==> src/dec_settings.svh <==
`ifndef DEC_SETTINGS_SVH
`define DEC_SETTINGS_SVH

// ----------------------------------------------------------------------
// Decode stage build settings
// ----------------------------------------------------------------------

// Data and PC width
`define DEC_XLEN 32

// Register file address width
`define DEC_REG_AW 5

// Entries in the decode to execute queue
`define DEC_IQ_DEPTH 4

// Sequential PC step
`define DEC_PC_INC 4

`endif
==> src/dec_pkg.sv <==
`include "dec_settings.svh"

package dec_pkg;

    typedef logic [`DEC_XLEN-1:0] word_t;
    typedef logic [`DEC_REG_AW-1:0] reg_adr_t;

    // ----------------------------------------------------------------------
    // Instruction formats
    // ----------------------------------------------------------------------
    typedef struct packed {
        logic [6:0] funct7;
        reg_adr_t   rs2;
        reg_adr_t   rs1;
        logic [2:0] funct3;
        reg_adr_t   rd;
        logic [6:0] opcode;
    } r_fmt_t;

    typedef struct packed {
        logic [11:0] imm;
        reg_adr_t    rs1;
        logic [2:0]  funct3;
        reg_adr_t    rd;
        logic [6:0]  opcode;
    } i_fmt_t;

    typedef struct packed {
        logic [6:0] imm_hi;
        reg_adr_t   rs2;
        reg_adr_t   rs1;
        logic [2:0] funct3;
        logic [4:0] imm_lo;
        logic [6:0] opcode;
    } s_fmt_t;

    typedef struct packed {
        logic       imm12;
        logic [5:0] imm10_5;
        reg_adr_t   rs2;
        reg_adr_t   rs1;
        logic [2:0] funct3;
        logic [3:0] imm4_1;
        logic       imm11;
        logic [6:0] opcode;
    } b_fmt_t;

    typedef struct packed {
        logic [19:0] imm;
        reg_adr_t    rd;
        logic [6:0]  opcode;
    } u_fmt_t;

    typedef struct packed {
        logic       imm20;
        logic [9:0] imm10_1;
        logic       imm11;
        logic [7:0] imm19_12;
        reg_adr_t   rd;
        logic [6:0] opcode;
    } j_fmt_t;

    // One fetched word, read through whichever format applies
    typedef union packed {
        r_fmt_t r;
        i_fmt_t i;
        s_fmt_t s;
        b_fmt_t b;
        u_fmt_t u;
        j_fmt_t j;
    } instr_u;

    typedef enum logic [6:0] {
        OPC_LOAD   = 7'b0000011,
        OPC_OP_IMM = 7'b0010011,
        OPC_AUIPC  = 7'b0010111,
        OPC_STORE  = 7'b0100011,
        OPC_OP     = 7'b0110011,
        OPC_LUI    = 7'b0110111,
        OPC_BRANCH = 7'b1100011,
        OPC_JALR   = 7'b1100111,
        OPC_JAL    = 7'b1101111
    } opcode_e;

    typedef enum logic [3:0] {
        ALU_ADD, ALU_SUB, ALU_SLL, ALU_SLT, ALU_SLTU,
        ALU_XOR, ALU_SRL, ALU_SRA, ALU_OR, ALU_AND
    } alu_op_e;

    typedef enum logic [1:0] {
        MEM_BYTE = 2'd0,
        MEM_HALF = 2'd1,
        MEM_WORD = 2'd2
    } mem_size_e;

    // Same encoding as the branch funct3
    typedef enum logic [2:0] {
        BR_EQ  = 3'b000,
        BR_NE  = 3'b001,
        BR_LT  = 3'b100,
        BR_GE  = 3'b101,
        BR_LTU = 3'b110,
        BR_GEU = 3'b111
    } br_cond_e;

    // ----------------------------------------------------------------------
    // Stage payloads
    // ----------------------------------------------------------------------
    typedef struct packed {
        logic      alu;
        logic      alu_imm;
        logic      lui;
        logic      auipc;
        logic      load;
        logic      store;
        logic      branch;
        logic      jal;
        logic      jalr;
        logic      illegal;
        logic      uses_rs1;
        logic      uses_rs2;
        reg_adr_t  rd;
        logic      wb;
        alu_op_e   alu_op;
        br_cond_e  br_cond;
        mem_size_e mem_size;
        logic      mem_signed;
        word_t     imm;
    } dec_ctrl_t;

    typedef struct packed {
        logic     valid;
        reg_adr_t dest;
        logic     is_load;
        word_t    result;
    } fwd_src_t;

    typedef struct packed {
        word_t     pc;
        word_t     op1;
        word_t     op2;
        alu_op_e   alu_op;
        reg_adr_t  rd;
        logic      wb;
        logic      load;
        logic      store;
        mem_size_e mem_size;
        logic      mem_signed;
        word_t     store_data;
        logic      illegal;
    } issue_pkt_t;

    typedef struct packed {
        logic  valid;
        word_t target;
    } redirect_t;

endpackage

==> src/dec_stage.sv <==
`timescale 1ns/10ps
`include "dec_settings.svh"

module dec_stage
    import dec_pkg::*;
(
    input  logic       clk,
    input  logic       reset_n,
    input  instr_u     instr,
    input  word_t      pc,
    input  logic       in_empty,
    output logic       in_pop,
    output reg_adr_t   rs1_adr,
    output reg_adr_t   rs2_adr,
    input  word_t      rs1_data,
    input  word_t      rs2_data,
    input  fwd_src_t   fwd_exe,
    input  fwd_src_t   fwd_mem,
    output issue_pkt_t out_pkt,
    output logic       out_empty,
    input  logic       out_pop,
    output redirect_t  redirect
);

    dec_ctrl_t                ctrl;
    reg_adr_t                 rs_adr [2];
    logic [1:0]               rs_used;
    word_t                    reg_data [2];
    word_t                    fwd_data [2];
    logic [1:0]               hazard;
    issue_pkt_t               pkt;
    logic                     push;
    logic                     queue_full;
    reg_adr_t                 pending_dest [`DEC_IQ_DEPTH];
    logic [`DEC_IQ_DEPTH-1:0] pending_valid;

    assign rs1_adr     = rs_adr[0];
    assign rs2_adr     = rs_adr[1];
    assign reg_data[0] = rs1_data;
    assign reg_data[1] = rs2_data;

    instr_decoder u_decoder (
        .instr   (instr),
        .ctrl    (ctrl),
        .rs_adr  (rs_adr),
        .rs_used (rs_used)
    );

    // One forwarding unit per source operand
    genvar g;
    generate
        for (g = 0; g < 2; g++) begin : g_fwd
            operand_forward u_fwd (
                .adr           (rs_adr[g]),
                .used          (rs_used[g]),
                .reg_data      (reg_data[g]),
                .fwd_exe       (fwd_exe),
                .fwd_mem       (fwd_mem),
                .pending_dest  (pending_dest),
                .pending_valid (pending_valid),
                .data          (fwd_data[g]),
                .hazard        (hazard[g])
            );
        end
    endgenerate

    branch_resolver u_resolver (
        .ctrl       (ctrl),
        .pc         (pc),
        .rs_data    (fwd_data),
        .hazard     (hazard),
        .in_empty   (in_empty),
        .queue_full (queue_full),
        .push       (push),
        .in_pop     (in_pop),
        .pkt        (pkt),
        .redirect   (redirect)
    );

    issue_queue #(
        .DEPTH (`DEC_IQ_DEPTH)
    ) u_queue (
        .clk           (clk),
        .reset_n       (reset_n),
        .push          (push),
        .pkt_in        (pkt),
        .pop           (out_pop),
        .pkt_out       (out_pkt),
        .empty         (out_empty),
        .full          (queue_full),
        .pending_dest  (pending_dest),
        .pending_valid (pending_valid)
    );

endmodule

==> src/issue_queue.sv <==
`timescale 1ns/10ps
`include "dec_settings.svh"

module issue_queue
    import dec_pkg::*;
#(
    parameter int DEPTH = `DEC_IQ_DEPTH
) (
    input  logic             clk,
    input  logic             reset_n,
    input  logic             push,
    input  issue_pkt_t       pkt_in,
    input  logic             pop,
    output issue_pkt_t       pkt_out,
    output logic             empty,
    output logic             full,
    output reg_adr_t         pending_dest [DEPTH],
    output logic [DEPTH-1:0] pending_valid
);

    localparam int PW = $clog2(DEPTH);
    localparam int CW = $clog2(DEPTH + 1);

    issue_pkt_t    mem [DEPTH];
    logic [PW-1:0] rd_ptr;
    logic [PW-1:0] wr_ptr;
    logic [CW-1:0] cnt;
    logic          do_push;
    logic          do_pop;

    function automatic logic [PW-1:0] next_ptr(input logic [PW-1:0] ptr);
        return (ptr == PW'(DEPTH - 1)) ? '0 : ptr + 1'b1;
    endfunction

    assign empty   = cnt == '0;
    assign full    = cnt == CW'(DEPTH);
    assign do_pop  = pop && !empty;
    // A slot frees up when the head leaves this cycle
    assign do_push = push && (!full || do_pop);
    assign pkt_out = mem[rd_ptr];

    always_ff @(posedge clk) begin
        if (do_push)
            mem[wr_ptr] <= pkt_in;
    end

    always_ff @(posedge clk or negedge reset_n) begin
        if (!reset_n) begin
            rd_ptr <= '0;
            wr_ptr <= '0;
            cnt    <= '0;
        end else begin
            if (do_push)
                wr_ptr <= next_ptr(wr_ptr);
            if (do_pop)
                rd_ptr <= next_ptr(rd_ptr);
            cnt <= cnt + CW'(do_push) - CW'(do_pop);
        end
    end

    // Destinations of entries not yet taken by execute
    always_comb begin
        int off;
        for (int i = 0; i < DEPTH; i++) begin
            off = i - int'(rd_ptr);
            if (off < 0)
                off = off + DEPTH;
            pending_dest[i]  = mem[i].rd;
            pending_valid[i] = (off < int'(cnt)) && mem[i].wb && mem[i].rd != '0;
        end
    end

endmodule

==> src/branch_resolver.sv <==
`timescale 1ns/10ps
`include "dec_settings.svh"

module branch_resolver
    import dec_pkg::*;
(
    input  dec_ctrl_t  ctrl,
    input  word_t      pc,
    input  word_t      rs_data [2],
    input  logic [1:0] hazard,
    input  logic       in_empty,
    input  logic       queue_full,
    output logic       push,
    output logic       in_pop,
    output issue_pkt_t pkt,
    output redirect_t  redirect
);

    word_t link;
    word_t jalr_sum;
    logic  taken;
    logic  jump;
    logic  stall;

    assign link = pc + word_t'(`DEC_PC_INC);

    // ----------------------------------------------------------------------
    // Branch condition and targets
    // ----------------------------------------------------------------------
    always_comb begin
        case (ctrl.br_cond)
            BR_EQ:   taken = rs_data[0] == rs_data[1];
            BR_NE:   taken = rs_data[0] != rs_data[1];
            BR_LT:   taken = $signed(rs_data[0]) < $signed(rs_data[1]);
            BR_GE:   taken = $signed(rs_data[0]) >= $signed(rs_data[1]);
            BR_LTU:  taken = rs_data[0] < rs_data[1];
            default: taken = rs_data[0] >= rs_data[1];
        endcase
    end

    assign jump     = ctrl.jal || ctrl.jalr || (ctrl.branch && taken);
    assign jalr_sum = rs_data[0] + ctrl.imm;

    // ----------------------------------------------------------------------
    // Issue control
    // ----------------------------------------------------------------------
    assign stall  = |hazard || queue_full;
    assign in_pop = !in_empty && !stall;
    assign push   = in_pop;

    assign redirect.valid  = in_pop && jump;
    assign redirect.target = ctrl.jalr ? {jalr_sum[`DEC_XLEN-1:1], 1'b0} : pc + ctrl.imm;

    always_comb begin
        pkt.pc = pc;
        if (ctrl.alu || ctrl.alu_imm || ctrl.load || ctrl.store)
            pkt.op1 = rs_data[0];
        else if (ctrl.auipc)
            pkt.op1 = pc;
        else if (ctrl.jal || ctrl.jalr)
            pkt.op1 = link;
        else
            pkt.op1 = '0;
        if (ctrl.alu)
            pkt.op2 = rs_data[1];
        else if (ctrl.jal || ctrl.jalr)
            pkt.op2 = '0;
        else
            pkt.op2 = ctrl.imm;
        pkt.alu_op     = ctrl.alu_op;
        pkt.rd         = ctrl.rd;
        pkt.wb         = ctrl.wb;
        pkt.load       = ctrl.load;
        pkt.store      = ctrl.store;
        pkt.mem_size   = ctrl.mem_size;
        pkt.mem_signed = ctrl.mem_signed;
        pkt.store_data = ctrl.store ? rs_data[1] : '0;
        pkt.illegal    = ctrl.illegal;
    end

endmodule

==> src/operand_forward.sv <==
`timescale 1ns/10ps
`include "dec_settings.svh"

module operand_forward
    import dec_pkg::*;
(
    input  reg_adr_t                 adr,
    input  logic                     used,
    input  word_t                    reg_data,
    input  fwd_src_t                 fwd_exe,
    input  fwd_src_t                 fwd_mem,
    input  reg_adr_t                 pending_dest [`DEC_IQ_DEPTH],
    input  logic [`DEC_IQ_DEPTH-1:0] pending_valid,
    output word_t                    data,
    output logic                     hazard
);

    logic nonzero;
    logic exe_hit;
    logic mem_hit;
    logic queue_hit;

    assign nonzero = adr != '0;
    assign exe_hit = nonzero && fwd_exe.valid && fwd_exe.dest == adr;
    assign mem_hit = nonzero && fwd_mem.valid && fwd_mem.dest == adr;

    // Writer still waiting in the issue queue
    always_comb begin
        queue_hit = 1'b0;
        for (int i = 0; i < `DEC_IQ_DEPTH; i++) begin
            if (pending_valid[i] && pending_dest[i] == adr)
                queue_hit = 1'b1;
        end
    end

    // Youngest producer wins
    always_comb begin
        if (!nonzero)
            data = '0;
        else if (exe_hit && !fwd_exe.is_load)
            data = fwd_exe.result;
        else if (mem_hit)
            data = fwd_mem.result;
        else
            data = reg_data;
    end

    // Load data is not ready until the memory stage
    assign hazard = used && ((exe_hit && fwd_exe.is_load) || (nonzero && queue_hit));

endmodule

==> src/instr_decoder.sv <==
`timescale 1ns/10ps

module instr_decoder
    import dec_pkg::*;
(
    input  instr_u     instr,
    output dec_ctrl_t  ctrl,
    output reg_adr_t   rs_adr [2],
    output logic [1:0] rs_used
);

    word_t imm_i;
    word_t imm_s;
    word_t imm_b;
    word_t imm_u;
    word_t imm_j;

    function automatic alu_op_e alu_from_f3(input logic [2:0] f3, input logic alt);
        case (f3)
            3'b000:  return alt ? ALU_SUB : ALU_ADD;
            3'b001:  return ALU_SLL;
            3'b010:  return ALU_SLT;
            3'b011:  return ALU_SLTU;
            3'b100:  return ALU_XOR;
            3'b101:  return alt ? ALU_SRA : ALU_SRL;
            3'b110:  return ALU_OR;
            default: return ALU_AND;
        endcase
    endfunction

    // ----------------------------------------------------------------------
    // Sign-extended immediates
    // ----------------------------------------------------------------------
    assign imm_i = {{20{instr.i.imm[11]}}, instr.i.imm};
    assign imm_s = {{20{instr.s.imm_hi[6]}}, instr.s.imm_hi, instr.s.imm_lo};
    assign imm_b = {{19{instr.b.imm12}}, instr.b.imm12, instr.b.imm11,
                    instr.b.imm10_5, instr.b.imm4_1, 1'b0};
    assign imm_u = {instr.u.imm, 12'h000};
    assign imm_j = {{11{instr.j.imm20}}, instr.j.imm20, instr.j.imm19_12,
                    instr.j.imm11, instr.j.imm10_1, 1'b0};

    // Register file is addressed straight from the word
    assign rs_adr[0] = instr.r.rs1;
    assign rs_adr[1] = instr.r.rs2;
    assign rs_used   = {ctrl.uses_rs2, ctrl.uses_rs1};

    always_comb begin
        logic [2:0] f3;
        logic ok;
        f3 = instr.r.funct3;
        ok = 1'b1;
        ctrl = '0;
        ctrl.rd = instr.r.rd;
        case (instr.r.opcode)
            OPC_OP: begin
                ctrl.alu = 1'b1;
                ctrl.uses_rs1 = 1'b1;
                ctrl.uses_rs2 = 1'b1;
                ctrl.wb = 1'b1;
                ctrl.alu_op = alu_from_f3(f3, instr.r.funct7[5]);
                ok = (instr.r.funct7 == 7'h00) ||
                     (instr.r.funct7 == 7'h20 && (f3 == 3'b000 || f3 == 3'b101));
            end
            OPC_OP_IMM: begin
                ctrl.alu_imm = 1'b1;
                ctrl.uses_rs1 = 1'b1;
                ctrl.wb = 1'b1;
                ctrl.imm = imm_i;
                ctrl.alu_op = alu_from_f3(f3, f3 == 3'b101 && instr.i.imm[10]);
                // Shift amounts only, upper bits select srl or sra
                if (f3 == 3'b001)
                    ok = instr.i.imm[11:5] == 7'h00;
                else if (f3 == 3'b101)
                    ok = instr.i.imm[11:5] == 7'h00 || instr.i.imm[11:5] == 7'h20;
            end
            OPC_LUI, OPC_AUIPC: begin
                ctrl.lui = instr.u.opcode == OPC_LUI;
                ctrl.auipc = instr.u.opcode == OPC_AUIPC;
                ctrl.wb = 1'b1;
                ctrl.imm = imm_u;
            end
            OPC_LOAD: begin
                ctrl.load = 1'b1;
                ctrl.uses_rs1 = 1'b1;
                ctrl.wb = 1'b1;
                ctrl.imm = imm_i;
                ctrl.mem_size = mem_size_e'(f3[1:0]);
                ctrl.mem_signed = !f3[2];
                ok = f3[1:0] != 2'b11 && f3 != 3'b110;
            end
            OPC_STORE: begin
                ctrl.store = 1'b1;
                ctrl.uses_rs1 = 1'b1;
                ctrl.uses_rs2 = 1'b1;
                ctrl.imm = imm_s;
                ctrl.mem_size = mem_size_e'(f3[1:0]);
                ok = !f3[2] && f3[1:0] != 2'b11;
            end
            OPC_BRANCH: begin
                ctrl.branch = 1'b1;
                ctrl.uses_rs1 = 1'b1;
                ctrl.uses_rs2 = 1'b1;
                ctrl.imm = imm_b;
                ctrl.br_cond = br_cond_e'(f3);
                ok = f3[2:1] != 2'b01;
            end
            OPC_JAL: begin
                ctrl.jal = 1'b1;
                ctrl.wb = 1'b1;
                ctrl.imm = imm_j;
            end
            OPC_JALR: begin
                ctrl.jalr = 1'b1;
                ctrl.uses_rs1 = 1'b1;
                ctrl.wb = 1'b1;
                ctrl.imm = imm_i;
                ok = f3 == 3'b000;
            end
            default: ok = 1'b0;
        endcase

        // Unknown patterns still issue, with nothing but the flag
        if (!ok) begin
            ctrl = '0;
            ctrl.illegal = 1'b1;
        end else if (!ctrl.wb) begin
            ctrl.rd = '0;
        end
    end

endmodule

==> config.mk <==
export PLATFORM = sky130hd
export DESIGN_NAME = dec_stage
export DESIGN_NICKNAME = d
export VERILOG_FILES = /design/src/dec_pkg.sv /design/src/dec_stage.sv /design/src/issue_queue.sv /design/src/branch_resolver.sv /design/src/operand_forward.sv /design/src/instr_decoder.sv
export VERILOG_INCLUDE_DIRS = /design/src
export SDC_FILE = /design/constraint.sdc
export NUM_CORES = 1
export LEC_CHECK = 0
export ABC_CLOCK_PERIOD_IN_PS = 10000
export BUFFER_PORTS_ARGS = -buffer_cell sky130_fd_sc_hd__buf_2
export CAP_MARGIN = 20
export CORE_ASPECT_RATIO = 0.9
export CORE_UTILIZATION = 40
export CTS_CLUSTER_DIAMETER = 200
export DETAILED_ROUTE_END_ITERATION = 12
export GPL_TIMING_DRIVEN = 1
export SETUP_SLACK_MARGIN = 0.05
export SYNTH_ARGS = -nofsm -noshare
export SYNTH_HDL_FRONTEND = slang
export SYNTH_SLANG_ARGS = --single-unit
==> constraint.sdc <==
create_clock -name clk -period 10 [get_ports clk]
set_input_delay 3 -clock clk [delete_from_list [all_inputs] [get_ports clk]]
set_output_delay 3 -clock clk [all_outputs]
set_load 0.01 [all_outputs]
; ---- Yosys cells after proc, flatten, opt, wreduce, memory -nomap -nowiden
; Memory sizes are Yosys's and may differ from the RTL's.
; Index checks and enable logic that the tools add are counted.
; W data, S select, Z words.
[totals]
elab_cells = 207
input_bits = 210
mem_bits_rw = 576
output_inout_bits = 189
reg_bits = 7
mem_count = 1
[mem_list]
columns = memory, depth, word_bits, rd, rd_ports_with_merged_regs, wr, line_no
row1 = u_queue.mem, 4, 144, 5, 0, 1, issue_queue.sv:24  ; issue_pkt_t mem [DEPTH];
[classes]
magnitude_cmp = 12
n_reduce_logical = 77
eq_ne = 40
n_addsub = 15
n_mux = 59
[ops]
columns = cell, n
row1 = $mux W32, 17
row2 = $pmux W32 S5, 1
row3 = $add A32 B4 Y32 const B, 4
row4 = $lt A32 B1 Y1 const B, 4
row5 = $lt A32 B4 Y1, 4
row6 = $add A32 B32 Y32, 2
row7 = $ge A32 B32 Y1, 2
row8 = $lt A32 B32 Y1, 2
row9 = $eq A5 B5 Y1, 12
row10 = $pmux W4 S7, 2
row11 = $mux W43, 1
row12 = $logic_and A1 B1 Y1, 41
row13 = $add A32 B3 Y32 const B, 1
row14 = $eq A32 B32 Y1, 1
row15 = $ne A32 B32 Y1, 1
row16 = $reduce_bool A5 Y1, 6
row17 = $eq A7 B6 Y1 const B, 4
row18 = $mux W1, 27
row19 = $eq A3 B3 Y1 const B, 7
row20 = $eq A7 B7 Y1 const B, 3
row21 = $eq A7 B5 Y1 const B, 2
row22 = $logic_or A1 B1 Y1, 12
row23 = $mux W12, 1
row24 = $mux W5, 2
row25 = 24 further kinds, 44

; ---- Depth between registers and ports, before layout
; Gate-level depths: netlist of run 1.
[depth]
word_depth = 21
depth_mapped = 23
mapped_depth_nobuf = 20

; ---- Cells and area by module
; From an unflattened synthesis of run 1, not the netlist that was laid out.
[unflattened]
cells_unflattened = 2312
hier_area_um2 = 31157.4
[by_module_without_submodules]
columns = mod, area_each_um2, cells_per_inst, seq_area_each_um2, instances
row1 = issue_queue, 21500.6, 836, 17471.8, 1
row2 = branch_resolver, 6167.2, 956, 0.0, 1
row3 = operand_forward, 1181.1, 164, 0.0, 2
row4 = instr_decoder, 1127.3, 192, 0.0, 1

; ---- Worst setup path after synthesis of run 1
; No wires, ideal clock.
[synth_timing]
path_kind = input port to flip-flop
from = input instr[16] (netlist name)
to = memory u_queue.mem[3][0] (netlist name), enable pin
setup_ns = 0.649
stages = 8
path_buffers = 1
arrival_time_ns = 10.763
required_ns = 9.351
setup_slack_ns = -1.412
cell_sequence = buf_2 > or4_4 > nor2_1 > nor4b_1 > o311a_1 > o21ai_0 > nand2_1 > nor2_1
[synth_between]
elab_chain_len = 16
elab_cells_between_ends = 27
classes_between = eq/ne (5) / mux (6) / reduce/logical (16)
[synth_lines]
columns = element, line_no
row1 = "start, declared", dec_stage.sv:9  ; input instr_u instr,
row2 = $eq A5 B5 Y1, operand_forward.sv:31  ; if (pending_valid[i] && pending_dest[i] == adr)
row3 = $logic_and A1 B1 Y1, operand_forward.sv:31
row4 = $mux W1 (4 in a row), operand_forward.sv:31
row5 = $logic_and A1 B1 Y1, operand_forward.sv:49  ; assign hazard = used && ((exe_hit && fwd_exe.is_load) || (nonzero && queue_hit));
row6 = $logic_or A1 B1 Y1 (*), operand_forward.sv:49
row7 = $logic_and A1 B1 Y1 (*), operand_forward.sv:49
row8 = $reduce_or A2 Y1 (*), branch_resolver.sv:47  ; assign stall = |hazard || queue_full;
row9 = $logic_or A1 B1 Y1 (*), branch_resolver.sv:47
row10 = $logic_not A1 Y1 (*), branch_resolver.sv:48  ; assign in_pop = !in_empty && !stall;
row11 = $logic_and A1 B1 Y1 (*), branch_resolver.sv:48
row12 = $logic_and A1 B1 Y1 (*), issue_queue.sv:39  ; assign do_push = push && (!full || do_pop);
row13 = $mux W1 (*), issue_queue.sv:43  ; if (do_push)
row14 = $mux W1 (implied by the code) (*), issue_queue.sv:44  ; mem[wr_ptr] <= pkt_in;
row15 = "end, declared", issue_queue.sv:24
; Every way passes the cells marked *; elsewhere a longest branch is shown, timed or not.

==> results list, run 1 <==
* Via count of the first global-routing pass: 23,000
- The floorplan has 95 rows.
- Kind of start point of the critical path: primary input
- Worst path max stage delay: 0.47 ns
- Critical Path AT: around 7.7 ns
- Clock Path Buffers: 3
* Worst Path Class, Setup: primary input to output port
* Dpl cell area: 36,700 um^2
- Standby leakage power: 15.1 nW
* Final layout net count: 3,364
- Relative slew slack: 31.3%
- Busiest metal layer after global routing: met2
* Overall power: 8.40 mW
- Compound-cell area share of the yosys netlist: 9.36%
* Die extent in y: roughly 260 um
- After the first detailed-routing iteration, the DRC count stood at 1,897.
- Post-synthesis share of cell area spent on and, or, nand and nor gates: 8.76%
- Number of failing setup endpoints in the final timing report: 25
- Of all flip-flops after synthesis, the portion carrying an async set or reset was 1.20%.
* Worst setup slack after layout: -0.740 ns
* Place WS: -0.934 ns
* Core area: 74,500 um^2
- Most area-hungry cell type in the Yosys netlist: edfxtp_1
* Period utilisation layout: 107%
- The cell that appears most often on the critical path is a21o_1.
- Hold violation total from the final report: 0
- The routed design could run at a clock period as short as 10.74 ns.
- The slowest stage of the critical path is the or4_4 cell.
- For this run, the detailed router's first-pass iteration total came to 5.
- STA puts the critical path data required time at around 7.0 ns.
- Proportion of layout cells with a drive suffix above 1: between 40% and 50%
- Via count: 22,900
- Counting every net in the synthesized netlist gives 2,503.
* Buffers plus inverters on the worst setup path: 3
* Cells taking the most area after synthesis: edfxtp_1 57%, mux4_2 11%, ha_1 4.3%
* Upper clock frequency limit: 93.1 MHz
- Critical path's top delay family: compound AO/OA/AOI/OAI gates
* Classification of the worst-slack hold path: flop to flop
- Cell with the most instances after synthesis: edfxtp_1
- The initial antenna violation count was 4.
* Overall die area: 76,300 um^2
- Number of distinct library cells after synthesis: 76
* Non-filler cells, final: 4,071
- Maximum number of pins on one net before global-route repair: 99
* Combinational family with the most area after synthesis: multiplexers
* All-layer global routing usage: 26.1%
- about 400 I/O pins were placed.
- Clk root buf: clkbuf_16
* Mux cell area share after synthesis: 13.1%
- Kind of end point of the critical path: output port
* Antenna viol nets, final: 0
- Detailed placement finished with a half-perimeter wire length of 75.5 mm.
- Met1 usage in global routing: 35.2%
* Crit path max fanout: 6
* Maximum Capacitance Violations: 0
* Worst hold margin: 0.627 ns
- Post-Place Cells: 3,902
* Area share of xor/xnor cells in the synthesized design: 4.07%
- The run finished, with violations left.
- Relative to the synthesized area, the layout overhead comes to 33.4%.
- After detailed routing, the number of vias per cell comes to 5.62.
- Most common flop cell mapped by yosys: edfxtp_1
* Most numerous cell types in the synthesized netlist: 576 x edfxtp_1, 171 x nand2_1, 150 x nor2_1
- For this run, the number of Yosys warnings is 0.
* Series of cell instances along the critical path: buf_2 > or4_4 > o41a_1 > or4_4 > nand3_4 > inv_4 > nor2_4 > and2_1 > ha_2 > a21o_1 > a21oi_1 > o21bai_1 > a21o_1 > a21o_1 > a21oi_1 > o211ai_1 > o211ai_1 > nand3_1 > xnor2_1 > mux2i_1 > buf_2
* Clock Skews: 0.0222 ns
- Failing checks: negative setup slack
- Effective utilization at floorplan: approximately two fifths
* Clock transition at the registers of the reported paths: 0.06 ns
- The clock drives 583 sinks.
- After detailed routing, the average wire length per cell comes to 25.0 um.
- Fraction of the mapped netlist area in adder cells: 4.52%
* Sequential share of the synthesized area: approximately three fifths
- Mapped Avg Cell Area: 13.8 um^2
- Worst-Margin Slew: 1.03 ns
- With fillers left out, the area of the finished cells amounts to 40,100 um^2.
* Final number of max-transition violations: 0
- Yosys mapped a number of flops with a built-in enable equal to 576.
* Remaining routing DRC violations: 0
* Met2 usage: a little over two fifths
- Placer's final routability congestion estimate: 0.973
- TritonCTS created just over 60 clock buffers.
- Hold-fix buffer count after cts: 0
- Flip-flop and latch count after synthesis: around 580
- GR met3 Demand/Resource: between 3 and 4%
- First-pass GRT wire length: around 150 mm
- Drt total wl: roughly 100 mm
* Fraction of post-synthesis cell area in the top cell type by area: a little under three fifths
- From left edge to right edge, the die measures ~290 um.
* Unrepaired setup endpoints after global routing: yes
- In this run the tool buffered the top-level ports with 397 buffer cells.
* Cell Area, Synth: 30,100 um^2
- After global routing the overflow that remains totals 0.
- In this run the power density over the cells is 209 nW/um^2.
- Clock tree from TritonCTS: built
- Number of H-tree levels: 2
- Clock latency on the worst-skew pair: 0.64 ns
- IR analysis of the VDD net gives a maximum drop of around 0.19 mV.
- Synthesis handed over a netlist of 2,187 instances.
sequential cells by signal (all words and copies together), names as in the netlist:
| register | count |
|---|---|
| u_queue.mem | 576 |
| u_queue.cnt | 3 |
| u_queue.rd_ptr | 2 |
| u_queue.wr_ptr | 2 |
worst reg2reg max path, cell delays in order, from the launching register on:
cell	delay, ns
dfrtp_4	0.74
buf_4	0.75
ha_1	0.32
nor2_1	0.06
o221a_2	0.26
nand4_1	0.07
nand2_1	0.09
o311a_1	0.32
o21ai_0	0.16
buf_4	0.16
and3_4	0.52
buf_4	0.69
power breakdown:
| part | switching (mW) | internal (mW) |
|---|---|---|
| Clock | 0.938 | 1.23 |
| Sequential | 0.195 | 3.30 |
| Combinational | 1.52 | 1.22 |
cells in the final DEF (no fill, tap or decap), drive strengths merged, types with 30 or more instances in the layout:
cell and count:
nand2 171, inv 42, nor2 150, o21ai 115, mux2i 68, a21oi 94, nor3 33, a211oi 40
clkinv 30, edfxtp 576, o211ai 39, nand3 38, xor2 64, buf 917, mux4 144, a21o 50
ha 103, xnor2 76, clkbuf 77
through the flow:
stage                     utilization, %  setup TNS [ns]
final                               53.8          -10.09
after global routing                53.8          -12.76
after CTS                           52.9           -7.85
after detailed placement            49.2          -18.54
after global placement              49.2          -17.27
after floorplan                        -          -0.175
repair_timing:
action                                  4_1_cts  5_1_grt
pin swaps                                    66       84
gates resized for setup                     148      108
buffers inserted                             24       30
endpoints found under the setup margin       29       28
gates cloned                                  1        0
worst paths after layout:
kind / depth (start not counted) / start / slack, ns / to
max: 21 / instr[28] / -0.74 / redirect[30]
min in group asynchronous: 1 / reset_n / 2.21 / u_queue.rd_ptr[1]
max in group asynchronous: 1 / reset_n / 7.60 / u_queue.rd_ptr[0]
min: 1 / u_queue.cnt[2] / 0.63 / u_queue.cnt[2]
max reg2reg: 11 / u_queue.rd_ptr[1] / 5.46 / u_queue.mem[0][122]
min reg2reg: 1 / u_queue.cnt[2] / 0.63 / u_queue.cnt[2]
cells by family after synthesis:
group,after synthesis
flops,583
simple gates,551
xor+xnor,140
fa+ha+maj,107
compound gates,432
buf+inv,161
mux,213
cell type report:
class,count,area (um^2)
diodes,1,2.50
fillers,6217,34400
flip-flops and latches,583,17500
multi-input cells,1444,13100
clock inverters,38,325
repair buffers,917,6270
well taps,970,1210
clock buffers,77,1590
inverters,41,159
layer usage:
layer	part of all wire, %	routed length [um]	vias to the layer above
met5	0.023	23	-
met3	6.4	6510	164
li1	-	-	10300
met1	42	42800	11500
met4	3.6	3700	4
met2	48	48800	880
(Power assumes the default switching activity.)
==> run 2, diff against run 1 <==
--- a/config.mk
+++ b/config.mk
@@ -7,7 +7,7 @@
 export NUM_CORES = 1
 export LEC_CHECK = 0
 export ABC_CLOCK_PERIOD_IN_PS = 10000
-export BUFFER_PORTS_ARGS = -buffer_cell sky130_fd_sc_hd__buf_2
+export BUFFER_PORTS_ARGS = -buffer_cell sky130_fd_sc_hd__buf_4
 export CAP_MARGIN = 20
 export CORE_ASPECT_RATIO = 0.9
 export CORE_UTILIZATION = 40
==> run 2 against run 1 <==
The run still ends with negative setup slack left. Via count decreased by 0.13%. Total power up 5.8%. Core utilization rose by 1.8 points. Worst setup slack gained 0.031 ns. Wire length rose by 0.62%. Hold slack better by 0.015 ns. Final cell count is essentially flat. Largest power group unchanged.
==> results list, run 2 (synthesis gave the netlist of run 1 again) <==
- Cell mode on critical path: or4_4 (was a21o_1)
* Failing checks: negative setup slack (unchanged)
- DRC marker count from the first detailed-route iteration: 1,925 (was 1,897)
* Number of H-tree levels: 3 (was 2)
* Clock Skews: 0.0309 ns (was 0.0222 ns)
* Clock tree from TritonCTS: built (unchanged)
- Via count: 22,900 (about the same)
* Remaining routing DRC violations: 0 (unchanged)
- Place WS: -1.06 ns (was -0.934 ns)
* Proportion of layout cells with a drive suffix above 1: 44.0% (was 43.6%)
- Met1 WL: 43.1 mm (was 42.8 mm)
* Classification of the worst-slack hold path: flop to flop (unchanged)
- The hold buffer count at CTS came to 0 (unchanged).
- The highest net fanout along the worst path is 5 (was 6).
* Routed wl met3: 6.30 mm (was 6.51 mm)
* Post-Place Cells: 3,899 (was 3,902)
- Standby leakage power: 15.5 nW (was 15.1 nW)
* X dimension of the die: 291 um (unchanged)
- Boundary pin count: 399 (unchanged)
- The vertical die dimension came to 262 um (unchanged).
- Largest registers ranked by flip-flop count: u_queue.mem: 576 flops, u_queue.cnt: 3 flops (unchanged)
- The number of nets in the layout came to 3,361 (was 3,364).
- Signed area change from the synthesized netlist to the final layout: 37.8% (was 33.4%)
* Kind of end point of the critical path: output port (unchanged)
- The uppermost layer routed is met4 (was met5).
- Iteration count of the initial detailed-routing pass: 5 (unchanged)
* Hold violation total from the final report: 0 (unchanged)
- Highest-count cells in the layout ignoring fill and taps: 845 x buf_4, 576 x edfxtp_1, 169 x nand2_1 (was 576 x edfxtp_1, 476 x buf_4, 388 x buf_2)
* Register with the most flip-flops: u_queue.mem (unchanged)
* First-pass GRT wire length: 148 mm (was 147 mm)
- The area of the core was 74,500 um^2 (unchanged).
- Series of cell instances along the critical path: buf_8 > or4_4 > o41a_1 > or4_4 > nand3_4 > inv_4 > nor2_4 > and2_4 > ha_4 > a211oi_2 > nor2_1 > or4_4 > o21ai_4 > a211o_1 > a311oi_2 > a311oi_2 > xor2_1 > mux2i_1 > nor3_4 > xnor2_1 > buf_4 > buf_6 (was buf_2 > or4_4 > o41a_1 > or4_4 > nand3_4 > inv_4 > nor2_4 > and2_1 > ha_2 > a21o_1 > a21oi_1 > o21bai_1 > a21o_1 > a21o_1 > a21oi_1 > o211ai_1 > o211ai_1 > nand3_1 > xnor2_1 > mux2i_1 > buf_2)
* Met2 wire len: 49.2 mm (was 48.8 mm)
- Period utilisation layout: 107% (about the same)
- The highest-delay cell along the critical path is or4_4 (unchanged).
- The power density over the cells is 214 nW/um^2 (was 209 nW/um^2).
- Unrepaired setup endpoints after global routing: yes (unchanged).
- Number of failing setup endpoints in the final timing report: 27 (was 25)
- The source-to-sink clock delay at the later pin of the worst-skew pair was 0.63 ns (was 0.64 ns).
- Antenna viol nets, final: 0 (unchanged)
- Worst setup slack after layout: -0.709 ns (was -0.740 ns)
- The worst slew slack as a fraction of its limit came to 28.0% (was 31.3%).
- Average wire per cell in the routed design: 25.2 um (was 25.0 um)
- Placer's final routability congestion estimate: 0.943 (was 0.973)
* Commonest non-fill, non-tap cell in the layout: buf_4 (was edfxtp_1)
- Worst Path Class, Setup: primary input to output port (unchanged)
- The number of vias per cell was 5.62 (about the same).
- Number of antenna violations at the first check in global routing: 1 (was 4)
* Via count of the first global-routing pass: 23,100 (was 23,000)
- The initial core utilization came to 40.4% (unchanged).
- The count of buffer and inverter cells on the critical path is 4 (was 3).
- Worst-Margin Slew: 1.07 ns (was 1.03 ns)
- Final number of max-transition violations: 0 (unchanged)
- The number of sinks handled by clock tree synthesis came to 583 (unchanged).
* Overall power: 8.89 mW (was 8.40 mW)
* Worst path max stage delay: 0.55 ns (was 0.47 ns)
- Detailed placer's ending HPWL: 76.1 mm (was 75.5 mm)
* Critical Path AT: 7.71 ns (was 7.74 ns)
- The flip-flop count of the largest register, all copies and words added is 576 (unchanged).
* Grt ovf: 0 (unchanged)
- The maximum vdd drop was 0.123 mV (was 0.192 mV).
- Overall die area: 76,300 um^2 (unchanged)
* Final Core Density: 55.7% (was 53.8%)
- Number of clock buffers inserted by TritonCTS: 66 (was 61)
- Critical path's top delay family: simple AND/OR/NAND/NOR gates (was compound AO/OA/AOI/OAI gates)
* Non-filler cells, final: 4,068 (was 4,071)
- The setup TNS after final layout was -10.0 ns (was -10.09 ns).
* Number of core rows: 95 (unchanged)
- The critical path required time is 7.00 ns (about the same).
- The total length of routed wires was 102 mm (about the same).
- Clock Path Buffers: 3 (unchanged)
- Kind of start point of the critical path: primary input (unchanged)
* Post-layout min period: 10.71 ns (was 10.74 ns)
- The total routing resource utilization after global routing is 26.4% (was 26.1%).
* Upper clock frequency limit: 93.4 MHz (was 93.1 MHz)
* Clk root buf: clkbuf_16 (unchanged)
- The maximum number of pins on one net before global-route repair is 85 (was 99).
- The total of buffers placed on input and output ports was 397 (unchanged).
* Final antenna diode count: 0 (was 1)
* Maximum Capacitance Violations: 0 (unchanged)
- Status: complete, but fails checks (unchanged).
- Clock transition at the registers of the reported paths: 0.06 ns (about the same)
==> run 2: cell count changes in the layout (fill, tap and decap cells not counted), sizes merged <==
cell	change
o31ai	-1
clkinvlp	+4
inv	+1
clkinv	-4
bufinv	+3
diode	-1
buf	-7
clkbuf	+2
==> run 2: repair_timing <==
action,CTS,global route
endpoints found under the setup margin,29,30
buffers inserted,27,27
endpoints found under the hold margin,0,0
pin swaps,112,93
gates resized for setup,179,114
==> run 2: worst paths after layout <==
check                      cells past startpoint                  to  slack (ns)         startpoint
max                                           22        redirect[31]       -0.71          instr[26]
min                                            1      u_queue.cnt[2]        0.64     u_queue.cnt[2]
max reg2reg                                   10  u_queue.mem[2][11]        5.28  u_queue.rd_ptr[1]
min reg2reg                                    1      u_queue.cnt[2]        0.64     u_queue.cnt[2]
max in group asynchronous                      1   u_queue.rd_ptr[1]        7.66            reset_n
min in group asynchronous                      1   u_queue.wr_ptr[0]        2.19            reset_n
==> run 2: final cells by class <==
type / instances / area (um^2)
clock buffers: 79 / 1700
clock inverters: 42 / 479
fillers: 6148 / 33100
inverters: 41 / 156
multi-input cells: 1443 / 13200
flip-flops and latches: 583 / 17500
well taps: 970 / 1210
repair buffers: 910 / 7200
==> run 2: routing by layer <==
metal  vias to the layer above  global-route usage (%)
met4                         0                    9.98
met1                     11500                    35.3
met2                       880                    43.1
li1                      10300                       -
met3                       159                    4.25
met5                         -                       0
==> run 2: through the flow <==
step	cell area (um^2)	hold WS, ns
after CTS	40700	0.639
after global routing	41500	0.677
after global placement	37600	0.612
after detailed placement	37600	0.631
after floorplan	30300	0.580
final	41500	0.643
==> run 2: power by group <==
group | internal, mW | leakage, nW | switching [mW]
clock | 1.41 | 1.04 | 0.997
sequential | 3.30 | 5.10 | 0.214
combinational | 1.45 | 9.40 | 1.52
